<file path="src/hw/mem_bank_pkg.sv">
// Default geometry shared by the bank, the crossbar and the memories
// Word counts and block depths are powers of two, and a block depth
// divides the memory depth
package mem_bank_pkg;

  // --------------------------------------------------------------------------
  // Word and memory geometry
  // --------------------------------------------------------------------------
  localparam int DATA_WIDTH_DEF    = 32;    // Bits per word
  localparam int NUM_ADDRESSES_DEF = 4096;  // Words per memory
  localparam int BLOCK_DEPTH_DEF   = 1024;  // Words per block, four blocks per memory

  // --------------------------------------------------------------------------
  // Bank organisation
  // --------------------------------------------------------------------------
  localparam int NUM_MEMORIES_DEF    = 4;   // Memories in the bank
  localparam int NUM_READ_PORTS_DEF  = 2;   // Read ports seen from outside
  localparam int NUM_WRITE_PORTS_DEF = 2;   // Write ports seen from outside

  // Port ids, memory ids and addresses are sized as ceil(log2(count)) in each
  // module, with a floor of one bit so that single-entry counts stay legal

endpackage
</file>
<file path="src/hw/port_crossbar.sv">
// Crossbar between the outside ports and the memories of the bank
// Purely combinational, all timing comes from the table and the memories
// Several memories may share one write port and are all written
`timescale 1ns/100ps

module port_crossbar #(
  parameter int data_width      = mem_bank_pkg::DATA_WIDTH_DEF,
  parameter int num_addresses   = mem_bank_pkg::NUM_ADDRESSES_DEF,
  parameter int num_memories    = mem_bank_pkg::NUM_MEMORIES_DEF,
  parameter int num_read_ports  = mem_bank_pkg::NUM_READ_PORTS_DEF,
  parameter int num_write_ports = mem_bank_pkg::NUM_WRITE_PORTS_DEF,
  localparam int addr_w = (num_addresses > 1) ? $clog2(num_addresses) : 1,
  localparam int mem_w  = (num_memories > 1) ? $clog2(num_memories) : 1,
  localparam int rp_w   = (num_read_ports > 1) ? $clog2(num_read_ports) : 1,
  localparam int wp_w   = (num_write_ports > 1) ? $clog2(num_write_ports) : 1
) (
  // Routing state from the table
  input  logic [num_memories*rp_w-1:0]          mem_read_sel,
  input  logic [num_memories-1:0]               mem_read_en,
  input  logic [num_memories*wp_w-1:0]          mem_write_sel,
  input  logic [num_memories-1:0]               mem_write_en,
  input  logic [num_read_ports*mem_w-1:0]       port_mem_sel,
  input  logic [num_read_ports-1:0]             port_bound,
  // Outside traffic
  input  logic [num_write_ports-1:0]            write_in,
  input  logic [num_write_ports*addr_w-1:0]     write_addr_in,
  input  logic [num_write_ports*data_width-1:0] write_data_in,
  input  logic [num_read_ports-1:0]             read_in,
  input  logic [num_read_ports*addr_w-1:0]      read_addr_in,
  output logic [num_read_ports-1:0]             read_valid_out,
  output logic [num_read_ports*data_width-1:0]  read_data_out,
  // Memory side
  input  logic [num_memories*data_width-1:0]    mem_data_read,
  input  logic [num_memories-1:0]               mem_valid,
  output logic [num_memories-1:0]               mem_write,
  output logic [num_memories*addr_w-1:0]        mem_addr_write,
  output logic [num_memories*data_width-1:0]    mem_data_write,
  output logic [num_memories-1:0]               mem_read,
  output logic [num_memories*addr_w-1:0]        mem_addr_read
);

  // --------------------------------------------------------------------------
  // Ports into memories
  // --------------------------------------------------------------------------
  for (genvar m = 0; m < num_memories; m++) begin : g_mem
    logic [rp_w-1:0] rsel;                                   // Bound read port
    logic [wp_w-1:0] wsel;                                   // Bound write port

    assign rsel = mem_read_sel[m*rp_w +: rp_w];
    assign wsel = mem_write_sel[m*wp_w +: wp_w];

    assign mem_write[m] = mem_write_en[m] & write_in[wsel];  // Gated by binding
    assign mem_addr_write[m*addr_w +: addr_w]         = write_addr_in[wsel*addr_w +: addr_w];
    assign mem_data_write[m*data_width +: data_width] = write_data_in[wsel*data_width +: data_width];
    assign mem_read[m]  = mem_read_en[m] & read_in[rsel];
    assign mem_addr_read[m*addr_w +: addr_w]          = read_addr_in[rsel*addr_w +: addr_w];
  end

  // --------------------------------------------------------------------------
  // Memories back to read ports
  // --------------------------------------------------------------------------
  for (genvar r = 0; r < num_read_ports; r++) begin : g_port
    logic [mem_w-1:0] msel;                                  // Memory this port sees

    assign msel = port_mem_sel[r*mem_w +: mem_w];

    assign read_valid_out[r] = port_bound[r] & mem_valid[msel];  // Unbound gives 0
    assign read_data_out[r*data_width +: data_width] =
      port_bound[r] ? mem_data_read[msel*data_width +: data_width] : '0;
  end

endmodule

</file>
<file path="config.mk">
export PLATFORM = sky130hd
export DESIGN_NAME = port_crossbar
export DESIGN_NICKNAME = d
export VERILOG_FILES = /design/src/hw/mem_bank_pkg.sv /design/src/hw/port_crossbar.sv
export SDC_FILE = /design/constraint.sdc
export NUM_CORES = 1
export LEC_CHECK = 0
export BUFFER_PORTS_ARGS = -buffer_cell sky130_fd_sc_hd__buf_2
export CORE_AREA = 2 2 221 223
export DETAILED_ROUTE_END_ITERATION = 10
export DIE_AREA = 0 0 223 225
export SLEW_MARGIN = 15
export SYNTH_ARGS = -nofsm -noshare
export SYNTH_HDL_FRONTEND = slang
export SYNTH_SLANG_ARGS = --single-unit
</file>
<file path="constraint.sdc">
create_clock -name vclk -period 1.4
set_input_delay 0.28 -clock vclk [all_inputs]
set_output_delay 0.28 -clock vclk [all_outputs]
set_load 0.005 [all_outputs]
</file>
# [Yosys cells after proc, flatten, opt, wreduce, memory -nomap -nowiden]
# Cells that the tools add are included.
[word_totals] regBits=0 mem_count=0 output_inout_bits=298 latchBits=0 in_bits=270 ram_bits=0 romBits=0
[classes] n_addsub=0 n_bitwise=10 magnitude_cmp=10 reduce_logical=0 shift=14 muxes=22 n_mul=8 n_div=0 n_eq_ne=0
[ops] op="$shiftx A128 B8 Y32" n=2
[ops] op="$shiftx A64 B7 Y32" n=4
[ops] op="$shiftx A24 B6 Y12" n=8
[ops] op="$mux W32" n=2
[ops] op="$mul A1 B2 Y3 const B" n=8
[ops] op="$mux W1" n=18
[ops] op="$lt A1 B2 Y1 const B" n=8
[ops] op="$and A1 B1 Y1" n=10
[ops] op="$lt A2 B3 Y1 const B" n=2
[ops] op="$bmux W1 S2" n=2

# [Depth between registers and ports, before layout]
[logic_depth] word_depth=3 mapped_depth=5 mapped_depth_nobuf=2

# [Worst setup path after synthesis]
# OpenSTA, ideal clock, no wires.
[synth_timing] kind="input port to output port" start="input port mem_write_sel[0]" end="output port mem_addr_write[10]" arrival_ns=0.978 slack_ns=0.142 cell_stages=3 cell_sequence="buf_2 > buf_6 > mux2_1"
[synth_via] elab_chain_len=2
[synth_rtl] element="start, declared" line="port_crossbar.sv:20" source="input logic [num_memories*wp_w-1:0] mem_write_sel,"
[synth_rtl] element="$mul A1 B2 Y3" line="port_crossbar.sv:53" source="assign mem_addr_write[m*addr_w +: addr_w] = write_addr_in[wsel*addr_w +: addr_w];"
[synth_rtl] element="$shiftx A24 B6 Y12" line="port_crossbar.sv:53"
[synth_rtl] element="end, declared" line="port_crossbar.sv:36" source="output logic [num_memories*addr_w-1:0] mem_addr_write,"
# Every way passes these cells.

# [Worst setup path after layout]
[layout_timing] start="input port port_mem_sel[1]" end="output port read_data_out[10]"
[layout_via] elab_chain_len=2
[layout_rtl] element="start, declared" line="port_crossbar.sv:22" source="input logic [num_read_ports*mem_w-1:0] port_mem_sel,"
[layout_rtl] element="$shiftx A128 B8 Y32" line="port_crossbar.sv:69" source="port_bound[r] ? mem_data_read[msel*data_width +: data_width] : '0;"
[layout_rtl] element="$mux W32" line="port_crossbar.sv:69"
[layout_rtl] element="end, declared" line="port_crossbar.sv:31" source="output logic [num_read_ports*data_width-1:0] read_data_out,"
# Every way passes these cells.

==> impl_summary.md <==
Run status
The run finished, with violations left. The final reports fail on setup timing.

Floorplan
The number of top-level design ports is roughly 570. The count of standard-cell rows is 80. The region available for standard cell placement spans around 0.048 mm2.

The effective utilization at floorplan is 10.4%. In this run the vertical extent of the chip is 225 um. From left edge to right edge, the die measures 223 um. The die covers 0.0502 mm2.

Yosys
The mean post-synth cell area is 9.95 um2. Summing every instance area after synthesis gives roughly 0.0049 mm2. The share of synthesized area in the top cell type comes to 40.2%. The synthesized netlist net count is around 770.

The largest area contributor in the netlist is mux2_1. The count of yosys warnings during synthesis is 0. The instance count of the mapped netlist is slightly below 500. Sorting the synthesized cells by area gives the leading types as mux2_1, mux2i_1, mux2_2. After synthesis, flip-flops and latches occupy 0% of the total area. The number of distinct library cells after synthesis is 13.

Global route
The initial antenna violation count is 18. Global routing used between 10% and 20% of the available tracks across all layers. The via count of the first global-routing pass is ~7,600. The first global-routing pass estimated between 50,000 and 60,000 um of wire. Summed over all layers, the global routing overflow is 0.

The pin count of the biggest net entering global routing is 26.

Drt
For this run, design rule violations remaining after detail routing come to 0. The first detailed-routing pass ran for 4 iterations. The routed via count divided by cell count is approximately 4.4. The detailed-route wire length is ~40,000 um. For this block, the initial DRC count from the detailed router was slightly below 300. In the final routed layout, each cell accounts on average for 23.4 um. The detailed router placed about 7,500 vias in this run. Once detail routing completed, the nets flagged for antenna violations numbered 0.

Placement
The quantity of I/O buffers inserted on ports is 568. At the placement stage, the worst setup path has a slack of -0.470 ns. The count of placed standard cells including taps is approximately 1,700. The congestion estimate from routability-driven global placement came to 0.924. The placed wire-length estimate is about 32,000 um.

Worst setup path
STA puts the critical path data arrival time at 1.22 ns. The worst setup path is launched from a primary input. The largest driver fanout on the critical path is 6. The kind of end point of the critical path is a primary output.

The worst endpoint required time is ~1.1 ns. The worst setup path category is primary input to primary output.

Cells and area
The post-route netlist has around 75% of its cells at a drive strength greater than 1. The area growth from synthesis to final layout is 108%. The count of clock-net buffers in the final layout is 0.

The utilization after layout is 21.6%. The area taken by flip-flops and latches is 0 um2. The library cells used most frequently in the layout, excluding fill and tap cells, are buf_2, mux2_1, mux2i_1, mux2_2, buf_6.

The count of cells in the finished layout, fillers not included, comes to around 1,700. The filler cells instantiated in the layout total roughly 5,200. The leading cell type in the layout, fill and taps excluded is buf_2. The final layout contains around 1,400 nets. There are 0 flip-flops and latches.

STA
After layout, the worst setup slack is -0.0999 ns. The final-report hold violation count came to 0. The routed design could run at a clock period as short as 1.50 ns.

Setup violations remaining at the end of the flow were counted as 43. Setup repair after global routing could not meet its margin everywhere. Derived from the worst setup path, the maximum achievable clock frequency is 0.667 GHz.

The final clock period utilization by the worst path is 107%. In this run the tightest slew margin relative to its limit is roughly four fifths. The final number of max-transition violations is 0. In the final timing run, aggregate negative setup slack is -1.22 ns. The slew at the pin with the worst max-slew slack is 0.327 ns.

CTS
The hold buffer count at cts is 0.

Worst hold path
The path class of the tightest hold or removal check is primary input to primary output.

Flow run
Across the run, the number of max-cap violations was 0.

Power
The areal power density over the cells is between 300 and 400 mW/mm2. The peak supply drop is about 0.26 mV. The static power due to leakage is 5.03 nW. The total power is 3.71 mW.
[routing by layer]
layer	global-route usage (%)	wire length, um
met1	14.2	13200
met2	27.5	20400
met3	1.90	2770
met4	10.6	3540
met5	0	13
[power breakdown]
group | internal, mW | switching, mW
logic | 1.95 | 1.77
registers | 0 | 0
clock network | 0.000000582 | 0
total | 1.95 | 1.77
[per-stage QoR]
step	instance area (um2)	hold WS (ns)
after floorplan	4930	0.675
final	10300	0.848
after detailed placement	8620	0.853
after CTS	9790	0.856
after global routing	10300	0.875
after global placement	8620	0.848
[worst max-delay path: stages]
cell     delay [ns]
buf_12         0.12
buf_4          0.16
mux2i_1        0.26
o22ai_2        0.11
buf_4          0.17
buf_2          0.13
[final timing paths]
| path | slack, ns | cells past startpoint | startpoint | endpoint |
|---|---|---|---|---|
| setup / recovery | -0.1 | 6 | port_mem_sel[1] | read_data_out[10] |
| hold / removal | 0.85 | 3 | mem_read_en[1] | mem_read[1] |
[logic make-up (layout without fill, tap and decap cells)]
kind of cell	Yosys count	in the layout	share of synthesized area [%]
compound gates	66	66	8.37
buf+inv	54	645	10.7
mux	364	364	79.5
other cells	0	6	0
simple gates	12	12	1.42
[layout make-up]
| class | count | area (um2) | share of cell area [%] |
|---|---|---|---|
| well taps | 615 | 769 | 7.49 |
| multi-input cells | 442 | 5240 | 51.0 |
| diodes | 6 | 15.0 | 0.146 |
| repair buffers | 645 | 4250 | 41.3 |
[synth_stat cells]
library cell    n
buf_6          18
o22ai_1        66
clkbuf_2        1
mux2i_1       140
nand2b_1        2
mux2_2         48
buf_2           9
buf_12         10
clkbuf_1       12
clkbuf_4        4
mux2_1        176
nand2_1         2
nor2b_1         8
[what timing repair did]
item,4_1_cts,5_1_grt
endpoints found under the setup margin,201,90
gates cloned,12,2
setup buffers,2,2
pin swaps,11,13
resized for setup,171,84
hold endpoints to repair,0,0
No activity file was read; power rests on OpenSTA's default activity.
