`src/hw/mem_bank_pkg.sv`:
```
// Default geometry shared by the bank, the crossbar and the memories
// Word counts and block depths are powers of two, and a block depth
// divides the memory depth
package mem_bank_pkg;

  // --------------------------------------------------------------------------
  // Word and memory geometry
  // --------------------------------------------------------------------------
  localparam int DATA_WIDTH_DEF    = 32;    // Bits per word
  localparam int NUM_ADDRESSES_DEF = 4096;  // Words per memory
  localparam int BLOCK_DEPTH_DEF   = 1024;  // Words per block, four blocks per memory

  // --------------------------------------------------------------------------
  // Bank organisation
  // --------------------------------------------------------------------------
  localparam int NUM_MEMORIES_DEF    = 4;   // Memories in the bank
  localparam int NUM_READ_PORTS_DEF  = 2;   // Read ports seen from outside
  localparam int NUM_WRITE_PORTS_DEF = 2;   // Write ports seen from outside

  // Port ids, memory ids and addresses are sized as ceil(log2(count)) in each
  // module, with a floor of one bit so that single-entry counts stay legal

endpackage
```
`src/hw/port_map_table.sv`:
```
// Routing table of the memory bank
// A command in cycle t takes effect from cycle t+1, assign wins over unassign
// Ids beyond the configured counts are not checked and must not be issued
`timescale 1ns/100ps

module port_map_table #(
  parameter int num_memories    = mem_bank_pkg::NUM_MEMORIES_DEF,
  parameter int num_read_ports  = mem_bank_pkg::NUM_READ_PORTS_DEF,
  parameter int num_write_ports = mem_bank_pkg::NUM_WRITE_PORTS_DEF,
  localparam int mem_w = (num_memories > 1) ? $clog2(num_memories) : 1,
  localparam int rp_w  = (num_read_ports > 1) ? $clog2(num_read_ports) : 1,
  localparam int wp_w  = (num_write_ports > 1) ? $clog2(num_write_ports) : 1
) (
  input  logic                           clk,
  input  logic                           rst,           // Synchronous, active low
  input  logic                           cmd_assign,    // Bind memory to both ports
  input  logic                           cmd_unassign,  // Release memory and read port
  input  logic [rp_w-1:0]                read_port,
  input  logic [wp_w-1:0]                write_port,
  input  logic [mem_w-1:0]               memory,
  output logic [num_memories*rp_w-1:0]   mem_read_sel,  // Read port feeding each memory
  output logic [num_memories-1:0]        mem_read_en,   // Memory listens to its read port
  output logic [num_memories*wp_w-1:0]   mem_write_sel, // Write port feeding each memory
  output logic [num_memories-1:0]        mem_write_en,  // Memory listens to its write port
  output logic [num_read_ports*mem_w-1:0] port_mem_sel, // Memory seen by each read port
  output logic [num_read_ports-1:0]      port_bound     // Read port has a memory
);

  // --------------------------------------------------------------------------
  // Table update
  // --------------------------------------------------------------------------
  // Only the commanded entries move, everything else holds. A memory whose
  // read port was taken over by another memory keeps its read flag. Its reads
  // still happen but the port no longer returns them.
  always_ff @(posedge clk) begin
    if (!rst) begin
      mem_read_sel  <= '0;
      mem_read_en   <= '0;
      mem_write_sel <= '0;
      mem_write_en  <= '0;
      port_mem_sel  <= '0;
      port_bound    <= '0;
    end else if (cmd_assign) begin
      mem_read_sel[memory*rp_w +: rp_w]        <= read_port;  // Memory side, read
      mem_write_sel[memory*wp_w +: wp_w]       <= write_port; // Memory side, write
      mem_read_en[memory]                      <= 1'b1;
      mem_write_en[memory]                     <= 1'b1;
      port_mem_sel[read_port*mem_w +: mem_w]   <= memory;     // Port side, return path
      port_bound[read_port]                    <= 1'b1;
    end else if (cmd_unassign) begin
      mem_read_en[memory]                      <= 1'b0;       // Stop strobes into memory
      mem_write_en[memory]                     <= 1'b0;
      port_bound[read_port]                    <= 1'b0;       // Port returns zero from now
    end
  end

endmodule

```
`config.mk`:
```
export PLATFORM = sky130hd
export DESIGN_NAME = port_map_table
export DESIGN_NICKNAME = d
export VERILOG_FILES = /design/src/hw/mem_bank_pkg.sv /design/src/hw/port_map_table.sv
export SDC_FILE = /design/constraint.sdc
export NUM_CORES = 1
export LEC_CHECK = 0
export BUFFER_PORTS_ARGS = -buffer_cell sky130_fd_sc_hd__buf_4
export CAP_MARGIN = 10
export CORE_MARGIN = 5
export CORE_UTILIZATION = 47
export DETAILED_ROUTE_END_ITERATION = 7
export GPL_ROUTABILITY_DRIVEN = 0
export GPL_TIMING_DRIVEN = 0
export PLACE_DENSITY = 0.75
export SYNTH_ARGS = -nofsm -noshare
export SYNTH_HDL_FRONTEND = slang
export SYNTH_SLANG_ARGS = --single-unit
```
`constraint.sdc`:
```
create_clock -name clk -period 1.65 [get_ports clk]
set_clock_uncertainty 0.1 [all_clocks]
set_input_delay 0.33 -clock clk [delete_from_list [all_inputs] [get_ports clk]]
set_output_delay 0.33 -clock clk [all_outputs]
set_load 0.01 [all_outputs]
```
# Word level (Yosys, flattened, before mapping)
# Cells that the tools add are included.
word_totals:
  ff_bits: 22
  word_cells: 41
  inputBits: 8
op_classes:
  bitwise: 8
  shift: 5
  add_sub_neg: 2
  order_cmp: 4
  muxes: 13
  reduce_logical: 3
op_table:
  columns: ["operator", "n"]
  rows:
  - ["2-bit negation with 34-bit output", 2]
  - ["1-bit by 34-bit indexed part select with 4-bit output", 2]
  - ["1-bit by 34-bit variable shift with 4-bit output (first input constant)", 1]
  - ["2-bit by 34-bit variable shift with 4-bit output (first input constant)", 1]
  - ["2-bit by 34-bit indexed part select with 4-bit output", 1]
  - ["4-bit 2-to-1 mux", 4]
  - ["4-bit bitwise mux", 3]
  - ["4-bit AND", 2]
  - ["4-bit OR", 2]
  - ["2-bit 2-to-1 mux", 2]
  - ["4-bit inverter", 1]
  - ["2-bit by 3-bit less-than comparator with 1-bit output (second input constant)", 1]
  - ["2-bit AND", 1]
  - ["1-bit demux with 2-bit select", 1]
  - ["2-bit by 1-bit greater-or-equal comparator with 1-bit output (second input constant)", 1]
  - ["1-bit logical AND", 2]
  - ["1-bit by 2-bit less-than comparator with 1-bit output (second input constant)", 1]
  - ["1-bit 2-to-1 mux", 2]
  - ["2-bit inverter", 1]
  - ["2-bit OR", 1]
  - ["2-bit nonzero test", 1]
  - ["1-bit demux with 1-bit select", 1]
  - ["1-bit greater-or-equal comparator (second input constant)", 1]

# Depth between registers and ports, before layout
# Gate-level depths: netlist of the first run.
logic_depth:
  ltp_word: 8
  ltp_mapped: 5
  depth_no_buf: 5

# Worst setup path before layout of the first run
# No wires, ideal clock.
synth_path:
  path_kind: "input port to flip-flop"
  startpoint: "input memory[0]"
  endpoint: "register mem_write_sel[1]"
  setup_time_ns: 0.084
  cell_stages: 4
  n_path_buf: 0
  required_ns: 1.466
  path_slack_ns: 0.284
  arrival_ns: 1.182
  path_cell_list: "inv_2 ha_1 or3_4 o31ai_2"
synth_via:
  elab_chain_len: 3
  word_cells_on_any_way: 4
  cone_classes: "1 x add/sub; 2 x shift; 1 x mux"
synth_rtl:
  columns: ["element", "line", "rtl"]
  rows:
  - ["start: declaration", "port_map_table.sv:20", "input logic [mem_w-1:0] memory,"]
  - ["2-bit negation with 34-bit output *", "port_map_table.sv:45", "mem_write_sel[memory*wp_w +: wp_w] <= write_port;"]
  - ["1-bit by 34-bit indexed part select with 4-bit output or 1-bit by 34-bit variable shift with 4-bit output (tied branches)", "port_map_table.sv:45", null]
  - ["4-bit bitwise mux *", "port_map_table.sv:45", null]
  - ["end signal: indexed assignment", "port_map_table.sv:45", null]
  - ["end: declaration", "port_map_table.sv:23", "output logic [num_memories*wp_w-1:0] mem_write_sel,"]
# Mark *: on every way between the ends. The rest lies on a longest branch, timed or not.
# A chain may end at the register's enable or synchronous reset.

# Worst setup path after layout of the first run
layout_path:
  startpoint: "input memory[0]"
  endpoint: "register mem_read_sel[2]"
layout_via:
  elab_chain_len: 3
  word_cells_on_any_way: 4
  cone_classes: "1 x add/sub; 2 x shift; 1 x mux"
layout_rtl:
  columns: ["element", "line", "rtl"]
  rows:
  - ["2-bit negation with 34-bit output *", "port_map_table.sv:44", "mem_read_sel[memory*rp_w +: rp_w] <= read_port;"]
  - ["1-bit by 34-bit indexed part select with 4-bit output or 1-bit by 34-bit variable shift with 4-bit output (tied branches)", "port_map_table.sv:44", null]
  - ["4-bit bitwise mux *", "port_map_table.sv:44", null]
  - ["end signal: indexed assignment", "port_map_table.sv:44", null]
  - ["end: declaration", "port_map_table.sv:21", "output logic [num_memories*rp_w-1:0] mem_read_sel,"]
# Marks and branches as above.

==> summary.txt, run 1 <==
CTS
  • Cts bufs inserted: 3
  • Max H-tree Level: 1
  • Clock-pin transition on the worst setup and hold timing paths: 110 ps
  • CTS Buffer Depth: 2
  • Clock Sinks: 19
  • Worst-Skew Late Latency: 290 ps
  • PostCTS Resize Cnt: 0
  • CTS tree: yes
  • # hold bufs at CTS: 0
  • CTS root buffer: clkbuf_4
  • Post-CTS Repair Setup Buffers: 0

Power
  • Power density of the placed cells: 744 mW/mm^2
  • Leakage: 0.516 nW
  • Design Power: 861 uW
  • VDD IR-drop max: 460 uV

Hold path
  • Worst hold path type: in2reg

Setup path
  • Critical Path Max Stage Delay: 350 ps
  • Crit-path cells: buf_4 > inv_2 > ha_1 > nand2_1 > or3_1 > o31ai_1
  • Crit path capture: mem_read_sel[2]
  • Worst EP arrival: 1470 ps
  • Worst Setup SP: memory[0]
  • R2R cell count: 2
  • Worst path required time: 1760 ps
  • Crit-path max FO: 8
  • CP max-delay cell: or3_1
  • WS Path Type: in2reg
  • Nature of the critical path endpoint: flip-flop
  • Startpoint class of the critical path: input port
  • R2R setup slack: 890 ps

STA
  • Max Freq: 732 MHz
  • Hold Slack: 240 ps
  • Tightest Pin Transition: 419 ps
  • Setup slack after layout: 284 ps
  • Total Neg Setup Slack: 0 ps
  • Crit share post-route: 82.8%
  • Fin crit period: 1370 ps
  • Setup repair after global routing missed its margin: no
  • Slew Viols, Final: 0
  • Final Hold Viols: 0
  • Max-slew headroom: 72.0%
  • Final setup vio count: 0

GRT
  • Global-route wire length before repair: 3250 um
  • Overall global routing resource usage: 15.4%
  • Vias in the first global route: 745
  • Initial antenna violation count: 0
  • Overflow after GRT: 0
  • Largest net degree at the start of global routing: 12

Synthesis
  • Post-synthesis sequential area ratio: 43.2%
  • Yosys Warn Count: 0
  • Leading post-synthesis cells by cell area: dfxtp_1, ha_1, nand2_1
  • Synth cell count leaders: nand2_1, dfxtp_1, nand3_1
  • Synth area leader: dfxtp_1
  • Cell Area, Synth: 881 um^2
  • Share of the synthesized area in the top cell type: 43.2%
  • Main synth FF type: dfxtp_1
  • Post-Syn Nets: 111
  • Cells after Synth: 96
  • Ys async rst share: 0%
  • Synth Register Bits: 19
  • Post-synth EDFFs: 0
  • Synthesized area per cell: 9.18 um^2
  • Netlist cell types: 22
  • Top-count cell post-synth: nand2_1

Route
  • Routed Antenna Nets: 0
  • Vias per inst: 5.05
  • Wirelength per Cell: 12.5 um
  • Final WL: 1930 um
  • Initial drt markers: 5
  • Vias: 777
  • DRC: 0
  • DR pass1 iterations: 4

Place
  • Detailed Place HPWL: 1500 um
  • Pre-CTS WS: -10.5 ps
  • Inst Count DP: 150
  • IO buf count: 29
  • Post-DP Area: 0.00113 mm^2

Finish
  • Post-layout utilization of the core: 66.3%
  • Post-route insts no fill: 154
  • Area Growth Syn to Fin: 31.4%
  • Fraction of layout cells with a size suffix above 1: 31.8%
  • Fin area: 0.00116 mm^2
  • Layout fillers: 159
  • Antenna Cells: 0
  • Layout Nets: 145

Floorplanning
  • Initial Utilization: 50.5%
  • Ports: 30
  • Die area: 0.00284 mm^2
  • Chip Width: 53.3 um
  • Core ar.: 0.00175 mm^2
  • Die H: 53.3 um
  • Row Count: 15

Job
  • Max_cap viols: 0

Status
  • Status: finished clean
## critical path: cells and delay by family
| family | cells | cell delay, ps |
|---|---|---|
| compound gates | 1 | 240 |
| fa+ha+maj | 1 | 180 |
| buf+inv | 2 | 260 |
| simple gates | 2 | 460 |
## final cells by class
type | count | area [um^2] | area share, %
multi-input combinational | 69 | 458 | 39.6
tap | 25 | 31.3 | 2.70
sequential | 19 | 380 | 32.9
buffer | 6 | 35.0 | 3.03
clock buffer | 3 | 22.5 | 1.95
timing repair buffer | 29 | 218 | 18.8
inverter | 2 | 7.51 | 0.649
clock inverter | 1 | 5.00 | 0.432
## how the worst min path moves through the flow
stage / start / to / slack (ps) / cells past startpoint
after global routing: write_port / mem_write_sel[0] / 260 / 3
after global placement: flip-flop / flip-flop / 340 / 2
final: rst / mem_read_sel[3] / 240 / 3
after floorplan: flip-flop / flip-flop / 380 / 2
after detailed placement: port_mem_sel[3] / port_mem_sel[3] / 350 / 2
after CTS: rst / mem_read_sel[3] / 230 / 3
## power breakdown
group	switching, mW	total (mW)	internal (mW)	leakage (nW)
logic	0.0770	0.144	0.0668	0.344
registers	0.00828	0.482	0.474	0.155
clock network	0.145	0.235	0.0900	0.0177
## per-layer routing
layer | vias to the layer above | global-route usage (%) | part of all wire (%)
met5 | - | 0 | 0
met4 | 0 | 5.11 | 0.73
met3 | 2 | 3.10 | 6.0
met2 | 26 | 25.7 | 46
met1 | 352 | 19.6 | 47
li1 | 397 | - | -
## cells in the final DEF, fill, tap and decap left out
cell	count
a21boi_1	6
a21oi_1	1
a22oi_1	2
buf_2	1
buf_4	32
clkbuf_1	2
clkbuf_4	3
clkinv_2	1
dfxtp_1	19
ha_1	7
inv_1	1
inv_2	1
mux2i_1	2
nand2_1	20
nand2b_1	2
nand3_1	12
nand3b_1	1
nor2b_1	6
o31ai_1	5
o31ai_2	1
o41ai_1	1
o41ai_2	1
or3_1	1
or3_4	1
## cell families after synthesis
family                     count (synthesis)  synth area share, %
buffers and inverters                      8                 4.83
DFF                                       19                 43.2
muxes                                      2                 2.27
AOI/OAI and AO/OA                         17                 15.9
and+or+nand+nor                           43                 23.9
adders and majority gates                  7                 9.94
No activity file was read; power rests on OpenSTA's default activity.
==> run 2: changes to the inputs <==
ABC_AREA = 1   (was default)
CORE_UTILIZATION = 43   (was 47)
PLACE_DENSITY = 0.72   (was 0.75)
clock period = 1.2 ns   (was 1.65 ns; I/O delays follow)
==> run 2 against run 1 <==
  * Clock power rose by 31%
  * Count of clock-buffer cells in the layout is 1 higher
  * Global-route usage decreased by 2.6 points
  * Critical path type unchanged
  * Critical endpoint is now mem_write_sel[1]
==> summary.txt, run 2 <==
STA
  • Final setup vio count: 0 (unchanged)
  • Fin crit period: 1120 ps
  • Max Freq: 896 MHz
  • Setup repair after global routing missed its margin: yes
  • Max-slew headroom: 84.7% (+13 points)
  • Crit share post-route: 93.0%
  • Tightest Pin Transition: 230 ps (-189 ps)
  • Final Hold Viols: 0 (unchanged)
  • Slew Viols, Final: 0 (unchanged)
  • Hold Slack: 111 ps (-129 ps)

Setup path
  • CP max-delay cell: ha_2
  • R2R cell count: 2 (unchanged)
  • Nature of the critical path endpoint: flip-flop
  • Crit-path max FO: 7 (-1)
  • Worst path required time: 1320 ps (-440 ps)
  • R2R Path End: mem_write_sel[0]
  • Crit-path cells: buf_4 > clkinvlp_4 > ha_2 > nand2_1 > nor2_2 > nand2_1 > a21oi_1
  • Crit path buffers/inverters: 2 (unchanged)
  • Worst Setup SP: memory[0]
  • WS Path Type: in2reg
  • Worst EP arrival: 1240 ps (-230 ps)
  • Reg2reg start: mem_write_sel[0]
  • Critical Path Max Stage Delay: 350 ps (about the same)
  • Crit path top cell by count: nand2_1
  • Cell family with the largest share of critical-path delay: adder cells
  • Startpoint class of the critical path: input port
  • R2R setup slack: 480 ps (-410 ps)

Power
  • Power density of the placed cells: 982 mW/mm^2 (+32%)
  • Leakage: 0.551 nW (+6.7%)
  • Design Power: 1.18 mW (+37%)
  • VDD IR-drop max: 688 uV (+50%)

Finish
  • Commonest non-fill, non-tap cell in the layout: nand2_1
  • Layout Nets: 166 (+14%)
  • Antenna Cells: 0 (unchanged)
  • Post-route insts no fill: 177 (+15%)
  • Fin area: 0.00121 mm^2 (+4.2%)
  • Most frequent cells in the layout: nand2_1, buf_4, a21oi_1, dfxtp_1, inv_1
  • Fraction of layout cells with a size suffix above 1: 36.7% (+4.9 points)
  • Area Growth Syn to Fin: 30.8%

Place
  • Detailed Place HPWL: 1520 um (+1.4%)
  • Inst Count DP: 174 (+16%)
  • IO buf count: 28 (-3.4%)
  • Post-DP Area: 0.00117 mm^2 (+3.2%)

Hold path
  • Hold path cells: 3 (unchanged)
  • Worst hold path type: in2reg
  • Endpoint, Worst Hold: port_mem_sel[0]
  • Worst hold start: rst

Synthesis
  • Synth area leader: dfxtp_1
  • Share of the synthesized area in the top cell type: 41.2% (-1.9 points)
  • Leading post-synthesis cells by cell area: dfxtp_1, nand2_1, ha_1
  • Synthesized area per cell: 7.75 um^2 (-16%)
  • Synth Register Bits: 19 (unchanged)
  • Post-Syn Nets: 134 (+21%)
  • Post-synth EDFFs: 0 (unchanged)
  • Synth cell count leaders: nand2_1, dfxtp_1, a21oi_1
  • Yosys Warn Count: 0 (unchanged)
  • Netlist cell types: 19 (-14%)
  • Cells after Synth: 119 (+24%)
  • Cell Area, Synth: 922 um^2 (+4.7%)
  • Ys async rst share: 0% (unchanged)
  • Main synth FF type: dfxtp_1
  • Post-synthesis sequential area ratio: 41.2% (-1.9 points)
  • Top-count cell post-synth: nand2_1

CTS
  • Max H-tree Level: 1 (unchanged)
  • CTS Buffer Depth: 2 (unchanged)
  • Cts bufs inserted: 3 (unchanged)
  • Clock-pin transition on the worst setup and hold timing paths: 100 ps (about the same)
  • CTS tree: yes
  • CTS root buffer: clkbuf_4
  • Worst-Skew Late Latency: 290 ps (about the same)
  • Clock Sinks: 19 (unchanged)

Floorplanning
  • Die area: 0.00317 mm^2 (+12%)
  • Row Count: 16 (+1)
  • Chip Width: 56.3 um (+5.7%)
  • Initial Utilization: 46.1% (-4.4 points)
  • Ports: 30 (unchanged)
  • Core ar.: 0.00200 mm^2 (+15%)
  • Die H: 56.3 um (+5.7%)

GRT
  • Overflow after GRT: 0 (unchanged)
  • Initial antenna violation count: 0 (unchanged)
  • Largest net degree at the start of global routing: 11 (-1)
  • Overall global routing resource usage: 12.9% (-2.6 points)
  • Global-route wire length before repair: 3340 um (+2.8%)
  • Vias in the first global route: 810 (+8.7%)

Route
  • Initial drt markers: 9 (+4)
  • DRC: 0 (unchanged)
  • Wirelength per Cell: 10.9 um (-13%)
  • Final WL: 1940 um (+0.21%)
  • Vias per inst: 4.49 (-11%)
  • Routed Antenna Nets: 0 (unchanged)
  • Vias: 794 (+2.2%)
  • DR pass1 iterations: 4 (unchanged)

Status
  • Status: finished clean

Job
  • Max_cap viols: 0 (unchanged)
run 2: cell type report:
cell class | instances | area, um^2
timing repair buffer | 30 | 236
fill | 198 | 796
multi-input combinational | 83 | 460
inverter | 12 | 48.8
clock buffer | 4 | 26.3
sequential | 19 | 384
buffer | 2 | 16.3
tap | 27 | 33.8
run 2: routing by layer:
layer	track usage [%]	wire length (um)	vias up
met5	0	0	-
met3	2.98	108	2
met1	15.8	872	341
met2	21.7	942	19
li1	-	-	432
met4	5.08	12	0
run 2: worst min-delay path, delay by kind of cell:
| kind | cells | cell delay [ps] |
|---|---|---|
| compound gates | 2 | 110 |
| buf+inv | 1 | 120 |
run 2: through the flow:
step | setup TNS, ps | worst slack (ps) | utilization (%)
after detailed placement | -2210 | -261 | 58.3
after global routing | -13.3 | -13.3 | 60.3
final | 0 | 83.5 | 60.3
after CTS | 0 | 53.4 | 59.2
after global placement | -1960 | -237 | 58.3
after floorplan | 0 | 35.7 | -
run 2: logic make-up after synthesis:
| family | synth area share [%] |
|---|---|
| AND/OR/NAND/NOR | 25.9 |
| adder cells (fa/ha/maj) | 9.50 |
| AO/OA/AOI/OAI | 14.2 |
| flip-flops | 41.2 |
| buffers and inverters | 9.09 |
run 2: worst max-delay path by stage:
| stage | to | slack [ps] | depth (start not counted) |
|---|---|---|---|
| 5_1_grt | mem_write_sel[2] | -10 | 7 |
| 3_5_place_dp | mem_write_sel[0] | -260 | 8 |
| 4_1_cts | mem_write_sel[0] | 50 | 8 |
| 2_1_floorplan | mem_read_sel[2] | 40 | 7 |
| 3_3_place_gp | mem_read_sel[2] | -240 | 8 |
| 6_report | mem_write_sel[1] | 80 | 7 |
run 2: report_power, final:
group          internal, mW  total, mW  switching (mW)
combinational        0.0937      0.211           0.117
clock                 0.129      0.307           0.178
sequential            0.653      0.666          0.0128
run 2: what timing repair did:
action / CTS / global route
gates resized for setup: 6 / 2
hold buffers: 0 / 0
buffers inserted: 0 / 2
endpoints found under the setup margin: 3 / 7
